`config.mk`:
```
export PLATFORM = sky130hd
export DESIGN_NAME = ntt_ctrl_top
export DESIGN_NICKNAME = d
export VERILOG_FILES = /design/src/common/ntt_ctrl_pkg.sv /design/src/ntt_ctrl/stage_sequencer.sv /design/src/ntt_ctrl/pass_counter.sv /design/src/ntt_ctrl/twiddle_ctrl.sv /design/src/rtl/ntt_ctrl_top.sv
export VERILOG_INCLUDE_DIRS = /design/src /design/src/common
export SDC_FILE = /design/constraint.sdc
export NUM_CORES = 1
export LEC_CHECK = 0
export BUFFER_PORTS_ARGS = -buffer_cell sky130_fd_sc_hd__buf_2
export CELL_PAD_IN_SITES_DETAIL_PLACEMENT = 0
export CELL_PAD_IN_SITES_GLOBAL_PLACEMENT = 2
export CORE_ASPECT_RATIO = 0.7
export CORE_UTILIZATION = 41
export CTS_BUF_LIST = sky130_fd_sc_hd__clkbuf_8
export DETAILED_ROUTE_END_ITERATION = 7
export GPL_ROUTABILITY_DRIVEN = 0
export GPL_TIMING_DRIVEN = 0
export HOLD_SLACK_MARGIN = 0.03
export PLACE_DENSITY = 0.82
export SLEW_MARGIN = 20
export SYNTH_ARGS = -nofsm -noshare
export SYNTH_HDL_FRONTEND = slang
export SYNTH_SLANG_ARGS = --single-unit
```
`constraint.sdc`:
```
create_clock -name clk -period 2.49 [get_ports clk]
set_input_delay 0.747 -clock clk [delete_from_list [all_inputs] [get_ports clk]]
set_output_delay 0.747 -clock clk [all_outputs]
set_load 0.02 [all_outputs]
```
`src/common/ntt_ctrl_params.svh`:
```
`ifndef NTT_CTRL_PARAMS_SVH
`define NTT_CTRL_PARAMS_SVH

// counter width
`define NTT_D_WIDTH 8

// butterflies per pass, iterations 0 to 2
`define NTT_BU_TOTAL 64

// last-stage count bound
`define NTT_BU_TOTAL_K2 8

// butterflies per group
`define NTT_ITE_0 64
`define NTT_ITE_1 4
`define NTT_ITE_2 32
`define NTT_ITE_3 8

// groups per iteration
`define NTT_GROUPS_1 16
`define NTT_GROUPS_2 2

// drain bounds, phase lasts bound + 1 cycles
`define NTT_DRAIN_0 24
`define NTT_DRAIN_1 24
`define NTT_DRAIN_2 24
`define NTT_DRAIN_3 8

// twiddle depth base of the last stage
`define NTT_LAST_L 4

// idle wait before a run starts
`define NTT_INIT_WAIT 1

`endif

```
`src/common/ntt_ctrl_pkg.sv`:
```
`include "ntt_ctrl_params.svh"

package ntt_ctrl_pkg;

    typedef enum logic [3:0] {
        RESET,
        IDLE,
        ITE0,
        DRAIN0,
        ITE1,
        DRAIN1,
        ITE2,
        DRAIN2,
        ITE3,
        DRAIN3,
        FINISH
    } phase_e;

    typedef logic [`NTT_D_WIDTH-1:0] cnt_t;
    typedef logic [2:0] depth_t;

    // upstream levels, sampled every cycle
    typedef struct packed {
        logic       bn_ma_out_en;
        logic       r_enable_out;
        logic [1:0] ntt_done;
    } ntt_status_t;

    typedef struct packed {
        logic r_enable;
        logic w_enable;
        logic ntt_enable;
    } mem_strobe_t;

    typedef struct packed {
        logic agu_enable;
        logic agu_enable_k2;
        logic last_stage;
    } agu_ctrl_t;

    typedef struct packed {
        logic   tf_ren;
        logic   tf_wen;
        depth_t it_depth_cnt;
    } tf_ctrl_t;

    // pass counter state seen by sequencer and twiddle control
    typedef struct packed {
        logic   pass_done;
        logic   k2_done;
        cnt_t   bu_cnt;
        cnt_t   bu_group_cnt;
        depth_t ite_stage;
        cnt_t   k2_cnt;
    } pass_count_t;

endpackage

```
`src/ntt_ctrl/stage_sequencer.sv`:
```
`include "ntt_ctrl_params.svh"

module stage_sequencer import ntt_ctrl_pkg::*; (
    input  logic        clk,
    input  logic        rst,
    input  ntt_status_t status,
    input  pass_count_t counts,
    output phase_e      phase,
    output logic        tf_ren,
    output mem_strobe_t mem,
    output agu_ctrl_t   agu,
    output logic        done
);

    localparam cnt_t init_wait = cnt_t'(`NTT_INIT_WAIT);

    phase_e phase_nxt;
    cnt_t   init_cnt;
    cnt_t   drain_cnt;
    cnt_t   drain_bound;
    logic   init_done;
    logic   drain_end;
    logic   wb_hit;

    assign init_done = (phase == IDLE) && (init_cnt == init_wait);
    assign drain_end = (drain_cnt == drain_bound);
    assign wb_hit    = (status.ntt_done == 2'd1);

    always_comb begin
        case (phase)
            DRAIN0:  drain_bound = cnt_t'(`NTT_DRAIN_0);
            DRAIN1:  drain_bound = cnt_t'(`NTT_DRAIN_1);
            DRAIN2:  drain_bound = cnt_t'(`NTT_DRAIN_2);
            DRAIN3:  drain_bound = cnt_t'(`NTT_DRAIN_3);
            default: drain_bound = '0;
        endcase
    end

    always_ff @(posedge clk or posedge rst) begin
        if (rst) begin
            phase <= RESET;
        end else begin
            phase <= phase_nxt;
        end
    end

    // counts only in idle so every run waits the same
    always_ff @(posedge clk or posedge rst) begin
        if (rst) begin
            init_cnt <= '0;
        end else if (phase == IDLE && !init_done) begin
            init_cnt <= init_cnt + cnt_t'(1);
        end else begin
            init_cnt <= '0;
        end
    end

    // shared drain counter restarts on every phase change
    always_ff @(posedge clk or posedge rst) begin
        if (rst) begin
            drain_cnt <= '0;
        end else if (phase_nxt != phase) begin
            drain_cnt <= '0;
        end else if (phase inside {DRAIN0, DRAIN1, DRAIN2, DRAIN3}) begin
            drain_cnt <= drain_cnt + cnt_t'(1);
        end
    end

    always_comb begin
        phase_nxt = phase;
        case (phase)
            RESET:  phase_nxt = IDLE;
            IDLE:   if (init_done) phase_nxt = ITE0;
            ITE0:   if (counts.pass_done) phase_nxt = DRAIN0;
            DRAIN0: if (drain_end) phase_nxt = ITE1;
            ITE1:   if (counts.pass_done) phase_nxt = DRAIN1;
            DRAIN1: if (drain_end) phase_nxt = ITE2;
            ITE2:   if (counts.pass_done) phase_nxt = DRAIN2;
            DRAIN2: if (drain_end) phase_nxt = ITE3;
            ITE3:   if (counts.k2_done) phase_nxt = DRAIN3;
            DRAIN3: if (drain_end) phase_nxt = FINISH;
            FINISH: phase_nxt = IDLE;
            default: phase_nxt = RESET;
        endcase
    end

    // strobe decode
    always_comb begin
        tf_ren   = 1'b0;
        mem      = '0;
        agu      = '0;
        done     = 1'b0;
        case (phase)
            ITE0, ITE1, ITE2, ITE3: begin
                tf_ren         = status.bn_ma_out_en;
                mem.r_enable   = status.bn_ma_out_en;
                mem.w_enable   = wb_hit;
                mem.ntt_enable = status.r_enable_out;
            end
            DRAIN0, DRAIN1, DRAIN2: begin
                mem.w_enable   = 1'b1;
                mem.ntt_enable = status.r_enable_out;
            end
            DRAIN3: begin
                mem.w_enable   = wb_hit;
                mem.ntt_enable = status.r_enable_out;
            end
            FINISH: done = 1'b1;
            default: ;
        endcase
        agu.agu_enable    = (phase inside {ITE0, ITE1, ITE2});
        agu.agu_enable_k2 = (phase == ITE3);
        agu.last_stage    = (phase inside {ITE3, DRAIN3});
    end

    // the pass counter may only finish a pass on a read
    a_end_on_read: assert property (
        @(posedge clk) disable iff (rst) (counts.pass_done || counts.k2_done) |-> tf_ren
    );

    a_done_single: assert property (
        @(posedge clk) disable iff (rst) done |=> !done
    );

endmodule

```
`src/ntt_ctrl/pass_counter.sv`:
```
`include "ntt_ctrl_params.svh"

module pass_counter import ntt_ctrl_pkg::*; (
    input  logic        clk,
    input  logic        rst,
    input  phase_e      phase,
    input  logic        tf_ren,
    output pass_count_t counts
);

    localparam cnt_t pass_last = cnt_t'(`NTT_BU_TOTAL - 1);
    localparam cnt_t k2_last   = cnt_t'(`NTT_BU_TOTAL_K2);

    cnt_t   pass_cnt;
    cnt_t   k2_cnt;
    cnt_t   bu_cnt;
    cnt_t   group_cnt;
    cnt_t   bu_last;
    cnt_t   group_last;
    depth_t ite_stage;
    logic   in_pass;
    logic   in_ite;

    assign in_pass = (phase inside {ITE0, ITE1, ITE2});
    assign in_ite  = in_pass || (phase == ITE3);

    // pass count and stage index
    always_ff @(posedge clk or posedge rst) begin
        if (rst) begin
            pass_cnt  <= '0;
            ite_stage <= '0;
        end else if (phase == IDLE) begin
            pass_cnt  <= '0;
            ite_stage <= '0;
        end else if (in_pass && tf_ren) begin
            if (pass_cnt == pass_last) begin
                pass_cnt <= '0;
                if (ite_stage != 3'd3) begin
                    ite_stage <= ite_stage + 3'd1;
                end
            end else begin
                pass_cnt <= pass_cnt + cnt_t'(1);
            end
        end
    end

    // last-stage reads
    always_ff @(posedge clk or posedge rst) begin
        if (rst) begin
            k2_cnt <= '0;
        end else if (phase == IDLE) begin
            k2_cnt <= '0;
        end else if (phase == ITE3 && tf_ren) begin
            k2_cnt <= (k2_cnt == k2_last) ? '0 : k2_cnt + cnt_t'(1);
        end
    end

    // group geometry of each iteration
    always_comb begin
        case (phase)
            ITE0: begin
                bu_last    = cnt_t'(`NTT_ITE_0 - 1);
                group_last = '0;
            end
            ITE1: begin
                bu_last    = cnt_t'(`NTT_ITE_1 - 1);
                group_last = cnt_t'(`NTT_GROUPS_1 - 1);
            end
            ITE2: begin
                bu_last    = cnt_t'(`NTT_ITE_2 - 1);
                group_last = cnt_t'(`NTT_GROUPS_2 - 1);
            end
            ITE3: begin
                bu_last    = cnt_t'(`NTT_ITE_3 - 1);
                group_last = '0;
            end
            default: begin
                bu_last    = '0;
                group_last = '0;
            end
        endcase
    end

    always_ff @(posedge clk or posedge rst) begin
        if (rst) begin
            bu_cnt    <= '0;
            group_cnt <= '0;
        end else if (!in_ite) begin
            bu_cnt    <= '0;
            group_cnt <= '0;
        end else if (tf_ren) begin
            if (bu_cnt == bu_last) begin
                bu_cnt    <= '0;
                group_cnt <= (group_cnt == group_last) ? '0 : group_cnt + cnt_t'(1);
            end else begin
                bu_cnt <= bu_cnt + cnt_t'(1);
            end
        end
    end

    always_comb begin
        counts.pass_done    = in_pass && tf_ren && (pass_cnt == pass_last);
        counts.k2_done      = (phase == ITE3) && tf_ren && (k2_cnt == k2_last);
        counts.bu_cnt       = bu_cnt;
        counts.bu_group_cnt = group_cnt;
        counts.ite_stage    = ite_stage;
        counts.k2_cnt       = k2_cnt;
    end

endmodule

```
`src/ntt_ctrl/twiddle_ctrl.sv`:
```
`include "ntt_ctrl_params.svh"

module twiddle_ctrl import ntt_ctrl_pkg::*; (
    input  logic        clk,
    input  logic        rst,
    input  phase_e      phase,
    input  logic        tf_ren,
    input  pass_count_t counts,
    output logic        tf_wen,
    output depth_t      it_depth_cnt
);

    localparam depth_t last_l   = depth_t'(`NTT_LAST_L);
    localparam depth_t last_top = depth_t'(`NTT_LAST_L + 3);
    localparam cnt_t   wen_bu_1 = cnt_t'(`NTT_ITE_1 - 2);
    localparam cnt_t   grp_1    = cnt_t'(`NTT_GROUPS_1 - 1);

    depth_t     depth2;
    logic [1:0] depth2_idx;
    depth_t     depth3;

    // iteration 2 walks 2, 3, 3, 2 one read behind its index
    always_ff @(posedge clk or posedge rst) begin
        if (rst) begin
            depth2     <= 3'd2;
            depth2_idx <= '0;
        end else if (phase == IDLE) begin
            depth2     <= 3'd2;
            depth2_idx <= '0;
        end else if (phase == ITE2 && tf_ren) begin
            depth2_idx <= depth2_idx + 2'd1;
            if (depth2_idx == 2'd1 || depth2_idx == 2'd2) begin
                depth2 <= counts.ite_stage + 3'd1;
            end else begin
                depth2 <= counts.ite_stage;
            end
        end
    end

    // iteration 3 cycles last_l .. last_l+3
    always_ff @(posedge clk or posedge rst) begin
        if (rst) begin
            depth3 <= last_l;
        end else if (phase == IDLE) begin
            depth3 <= last_l;
        end else if (phase == ITE3 && tf_ren) begin
            depth3 <= (depth3 == last_top) ? last_l : depth3 + 3'd1;
        end
    end

    always_comb begin
        it_depth_cnt = '0;
        tf_wen       = 1'b0;
        case (phase)
            ITE0: if (tf_ren) it_depth_cnt = counts.ite_stage;
            ITE1: begin
                if (tf_ren) it_depth_cnt = counts.ite_stage;
                tf_wen = (counts.bu_cnt == wen_bu_1) && (counts.bu_group_cnt != grp_1);
            end
            ITE2: begin
                if (tf_ren) it_depth_cnt = depth2;
                tf_wen = (counts.bu_cnt == '0);
            end
            ITE3: begin
                if (tf_ren) it_depth_cnt = depth3;
                tf_wen = (counts.k2_cnt >= cnt_t'(2));
            end
            DRAIN0, DRAIN1, DRAIN2: it_depth_cnt = counts.ite_stage;
            DRAIN3: it_depth_cnt = last_l;
            default: ;
        endcase
    end

    // iteration 2 reads only depths 2 and 3
    a_ite2_depth: assert property (
        @(posedge clk) disable iff (rst)
            (phase == ITE2 && tf_ren) |-> (it_depth_cnt inside {3'd2, 3'd3})
    );

endmodule

```
`src/rtl/ntt_ctrl_top.sv`:
```
module ntt_ctrl_top import ntt_ctrl_pkg::*; (
    input  logic        clk,
    input  logic        rst,
    input  ntt_status_t status,
    output mem_strobe_t mem,
    output agu_ctrl_t   agu,
    output tf_ctrl_t    tf,
    output logic        done
);

    phase_e      phase;
    pass_count_t counts;
    logic        tf_ren;
    logic        tf_wen;
    depth_t      it_depth_cnt;

    stage_sequencer u_seq (
        .clk    (clk),
        .rst    (rst),
        .status (status),
        .counts (counts),
        .phase  (phase),
        .tf_ren (tf_ren),
        .mem    (mem),
        .agu    (agu),
        .done   (done)
    );

    pass_counter u_cnt (
        .clk    (clk),
        .rst    (rst),
        .phase  (phase),
        .tf_ren (tf_ren),
        .counts (counts)
    );

    // twiddle depth and write strobe
    twiddle_ctrl u_tf (
        .clk          (clk),
        .rst          (rst),
        .phase        (phase),
        .tf_ren       (tf_ren),
        .counts       (counts),
        .tf_wen       (tf_wen),
        .it_depth_cnt (it_depth_cnt)
    );

    assign tf.tf_ren       = tf_ren;
    assign tf.tf_wen       = tf_wen;
    assign tf.it_depth_cnt = it_depth_cnt;

endmodule

```
==> Yosys cells after proc, flatten, opt, wreduce, memory -nomap -nowiden <==
Index checks and enable logic that the tools add are counted.
{ "totals": {"register_bits": 63, "input_bits": 6, "output_inout_bits": 12, "wordCells": 125} }
{ "classes": {"add_sub_neg": 9, "n_lt_le_gt_ge": 1, "n_eq_ne": 26, "mux": 49, "n_reduce_logical": 29} }
{ "ops": {"columns": ["op", "count"], "rows": [
  ["$mux W8", 16],
  ["$add A8 B1 Y8 const B", 6],
  ["$pmux W4 S10", 1],
  ["$mux W3", 13],
  ["$mux W4", 9],
  ["$pmux W6 S4", 1],
  ["$eq A4 B3 Y1 const B", 4],
  ["$pmux W3 S5", 1],
  ["$reduce_bool A2 Y1", 7],
  ["$eq A4 B4 Y1 const B", 3],
  ["$pmux W5 S2", 1],
  ["$eq A4 B2 Y1 const B", 2],
  ["$eq A8 B1 Y1 const B", 1],
  ["$eq A8 B2 Y1 const B", 1],
  ["$eq A8 B4 Y1", 1],
  ["$eq A8 B4 Y1 const B", 1],
  ["$eq A8 B5 Y1", 1],
  ["$eq A8 B6 Y1", 1],
  ["$eq A8 B6 Y1 const B", 1],
  ["$ge A8 B2 Y1 const B", 1],
  ["$logic_and A1 B1 Y1", 8],
  ["$logic_not A8 Y1", 1],
  ["$ne A8 B4 Y1 const B", 1],
  ["$pmux W4 S2", 1],
  ["other kinds (25)", 31]
]} }

==> Logic depth before layout (Yosys ltp) <==
{ "depth": {"depth_word": 9, "mapped_depth": 8, "ltp_nobuf": 7} }

==> By module <==
From an unflattened synthesis, not the netlist that was laid out.
{ "unflattened": {"hier_cells": 445, "area_unflattened_um2": 4091.4} }
{ "modules_own_cells": {"columns": ["mod", "instances", "cells_per_inst", "area_per_inst_um2"], "rows": [
  ["pass_counter", 1, 235, 2083.2],
  ["stage_sequencer", 1, 137, 1311.3],
  ["twiddle_ctrl", 1, 71, 681.9],
  ["ntt_ctrl_top", 1, 2, 15.0]
]} }

==> Least setup slack after synthesis <==
Ideal clock, no wire load.
{ "synth_timing": {"kind": "register to output", "from": "register u_seq.phase[1]", "to": "output port tf[0] (netlist name)", "arrival_ns": 1.703, "t_required_ns": 1.743, "path_slack_ns": 0.040, "stages_incl_launch_ff": 7, "path_cell_list": "dfrtp_1 buf_4 nor4b_4 and2_1 buf_2 a22oi_1 nand2_1"} }
{ "synth_lines": {"columns": ["item", "line_no", "text"], "rows": [
  ["start, declared", "stage_sequencer.sv:8", "output phase_e phase,"],
  ["start signal, assigned", "stage_sequencer.sv:43", "phase <= phase_nxt;"],
  ["end, declared", "ntt_ctrl_top.sv:7", "output tf_ctrl_t tf,"]
]} }

==> Final worst setup path <==
{ "layout_timing": {"from": "register u_seq.phase[0]", "to": "output port tf[3] (netlist name)"} }
{ "layout_via": {"elab_chain_cells": 2, "word_cells_on_any_way": 4, "cone_classes": "3 x eq/ne; 1 x mux"} }
{ "layout_rtl": {"columns": ["item", "line_no", "text"], "rows": [
  ["$eq A4 B4 Y1 or $eq A4 B3 Y1 (tied branches)", "twiddle_ctrl.sv:54", "case (phase)"],
  ["$pmux W1 S3 (*)", "twiddle_ctrl.sv:54", null]
]} }
Mark *: on every way between the ends. The rest lies on a longest branch, timed or not.

==> impl_metrics.csv <==
group,metric,value,unit
clock_network,postCtsHoldBufs,0,
layout,antenna_cells,0,
global_route,gr-usage-all-layers,0.222,
global_route,grt_antenna_before_repair,0,
hold_path,min-delay-path-class,"primary input to asynchronous set/reset pin",
die,die_h,84.8,um
clock_network,cts_buffers,9,
clock_network,cts_root_buffer,"clkbuf_8",
status,violations,"negative setup slack",
routing,number_of_drc_violations_after_detailed_routing,0,
global_route,wire_length_of_the_first_global_routing_pass,17700,um
sta,finalHoldViolCount,0,
layout,layout-drive-gt1-share,0.277,
sta,post-route-worst-setup-slack,-0.212,ns
routing,avgViaCountPerCell,5.47,
routing,routed_wire_length_per_instance,16.3,um
power_and_ir_drop,worst_ir_drop_vdd,0.000355,V
run,max_cap_viols,0,
clock_network,cts_num_sinks,63,
routing,antenna_violating_nets_left,0,
critical_path,worst_reg2reg_path_depth,10,
synth,synth_cell_type_count,60,
layout,final_cells,637,
global_route,largest_net_degree_at_the_start_of_global_routing,50,
synth,ys_seq_area_frac,0.394,
power_and_ir_drop,fin_total_pwr,2970,uW
global_route,first_global_vias,3479,
critical_path,critPathLaunchType,"register",
sta,tightestPinTransition,0.677,ns
synth,synth.net_count,461,
die,die-area,10200,um^2
power_and_ir_drop,p_per_area,573,nW/um^2
sta,timing.final.max_slew_violations,0,
clock_network,clk_path_buf_depth,2,
layout,commonest_non_fill_non_tap_cell_in_the_layout,"dfrtp_1",
die,fp.coreArea,9290,um^2
synth,synth_enable_flop_cells,0,
synth,synth-async-reset-ratio,1.00,
sta,timing.final.crit_share,1.09,
layout,fillCellCount,852,
clock_network,insertion_delay,0.35,ns
synth,netlist_instances,440,
clock_network,worst_setup_hold_path_clk_slew,0.07,ns
critical_path,crit_type,"register to output pin",
routing,vias,3487,
critical_path,critPathCaptureType,"output pin",
critical_path,worst-endpoint-required,1.74,ns
routing,firstDrtPassIters,4,
critical_path,r2r_end,"u_cnt.group_cnt[5]$_DFFE_PP0P_",
die,floorplan.initialDensity,0.432,
sta,period_minus_slack,2.70,ns
synth,syn_area_per_cell,9.12,um^2
placed_design,port_buffers,17,
routing,route.final.wire_length,10400,um
critical_path,critical_path_peak_fanout,3,
status,run_status,"finished with violations",
synth,synth-main-ff-cell,"dfrtp_1",
die,num_io_pins,18,
die,placement_rows,29,
clock_network,cts_tree,"built",
sta,fmax,370,MHz
sta,relSlewSlack,0.543,
placed_design,placedCellCount,582,
layout,area.growth.synth_to_final,29.0,%
sta,whs,0.330,ns
layout,total_nets_final,529,
layout,mostFrequentLayoutCells,"dfrtp_1, nand2_1, nor2_1, buf_4, nand3_1",
critical_path,crit_arrival,1.95,ns
synth,synth.ff_latch_count,63,
global_route,global_route.overflow_total,0,
synth,yosysWarnings,0,
sta,rsz0062_at_grt,"yes",
routing,drt-initial-drc-count,175,
sta,worst_clock_skew,0.00638,ns
sta,report.final.setup_viol,9,
placed_design,post-dp-hpwl,6920,um
synth,synthesis.area,4010,um^2
clock_network,number_of_levels_in_the_clock_h_tree,3,
critical_path,reg2reg_launch_point,"u_seq.phase[1]$_DFF_PP0_",
power_and_ir_drop,static-leakage-power,0.00226,uW
die,die_width,120,um
critical_path,regToRegSetupSlack,0.15,ns
## metal layers
layer | GRT usage | routed length, um
met5 | 0 | 0
met4 | 0.0505 | 71
met3 | 0.0577 | 360
met2 | 0.317 | 4390
met1 | 0.332 | 5530
## synthesized netlist by cell type, types with 4 or more instances
cell / number / area share
or4b_1: 4 / 0.010
clkbuf_1: 10 / 0.0094
xnor2_1: 8 / 0.017
nand2_1: 45 / 0.042
o31ai_1: 6 / 0.011
dfrtp_1: 61 / 0.38
nor2_1: 38 / 0.036
or3_1: 6 / 0.0094
o21ai_1: 8 / 0.010
xor2_1: 19 / 0.041
nand3_1: 28 / 0.035
nand4_1: 8 / 0.012
nor2b_1: 4 / 0.0062
nor4_1: 12 / 0.019
ha_1: 15 / 0.047
mux2i_1: 5 / 0.012
o211ai_1: 7 / 0.013
inv_1: 15 / 0.014
nor3b_1: 4 / 0.0075
a31oi_1: 5 / 0.0078
and3_1: 14 / 0.022
or4_1: 4 / 0.0075
a21oi_1: 18 / 0.022
nor3_1: 6 / 0.0075
buf_4: 9 / 0.017
buf_2: 7 / 0.0087
o21ai_0: 21 / 0.026
## critical path, stage by stage (launching register included)
cell and delay, ns:
dfrtp_2 0.42, buf_8 0.13, nor4b_4 0.28, nand2_1 0.10, a21oi_2 0.11, a31oi_1 0.07, o41ai_2 0.23, buf_4 0.17
buf_6 0.10
## logic make-up (layout without fill, tap and decap cells)
kind of cell             count (synthesis)  in the layout  share of synthesized area
XOR/XNOR                                27             27                     0.0589
adder cells (fa/ha/maj)                 15             15                     0.0468
flip-flops                              63             63                      0.394
multiplexers                             5              5                     0.0125
buffers and inverters                   42            115                     0.0518
AO/OA/AOI/OAI                           91             91                      0.159
AND/OR/NAND/NOR                        197            197                      0.278
## sequential cells by signal, indices dropped and copies added (netlist names)
signal / flops
u_cnt.group_cnt: 8
u_cnt.ite_stage: 3
u_cnt.bu_cnt: 8
u_seq.phase: 4
u_cnt.k2_cnt: 8
u_tf.depth3: 3
u_seq.drain_cnt: 8
u_tf.depth2: 3
u_tf.depth2_idx: 2
u_seq.init_cnt: 8
u_cnt.pass_cnt: 8
## cell type report
type | count | area [um^2] | share of cell area
Clock buffer | 9 | 124 | 0.0239
Clock inverter | 7 | 81.3 | 0.0157
Buffer | 25 | 243 | 0.0469
Timing Repair Buffer | 59 | 526 | 0.102
Sequential cell | 63 | 1580 | 0.306
Tap cell | 124 | 155 | 0.0300
Multi-Input combinational cell | 335 | 2400 | 0.465
Inverter | 15 | 58.8 | 0.0114
## power breakdown
part | switching, uW | total, uW | internal (uW)
clock network | 413 | 962 | 550
logic | 388 | 716 | 328
registers | 155 | 1290 | 1130
## what timing repair did
action,CTS,global route
gates cloned,0,0
buffers inserted,36,6
hold endpoints to repair,0,0
setup endpoints to repair,11,19
resized for setup,81,21
pin swaps,23,8
## through the flow
stage,area [um^2],TNS (ns),util,worst slack (ns)
finish,5180,-1.01,0.557,-0.212
global route,5180,-1.70,0.557,-0.301
detailed placement,4280,-2.57,0.461,-0.586
CTS,5040,-1.27,0.543,-0.361
floorplan,4010,0,-,0.0400
global placement,4250,-53.42,0.458,-0.834
## worst max-delay path by stage
stage,startpoint,to,slack [ns],cells past startpoint
2_1_floorplan,u_seq.phase[1]$_DFF_PP0_,tf[0],0.04,6
3_3_place_gp,rst,u_seq.init_cnt[7]$_DFF_PP0_,-0.83,2
3_5_place_dp,status[3],tf[2],-0.59,7
4_1_cts,u_seq.phase[0]$_DFF_PP0_,tf[3],-0.36,8
5_1_grt,u_seq.phase[0]$_DFF_PP0_,tf[3],-0.30,8
6_report,u_seq.phase[0]$_DFF_PP0_,tf[3],-0.21,8
(Power assumes the default switching activity.)
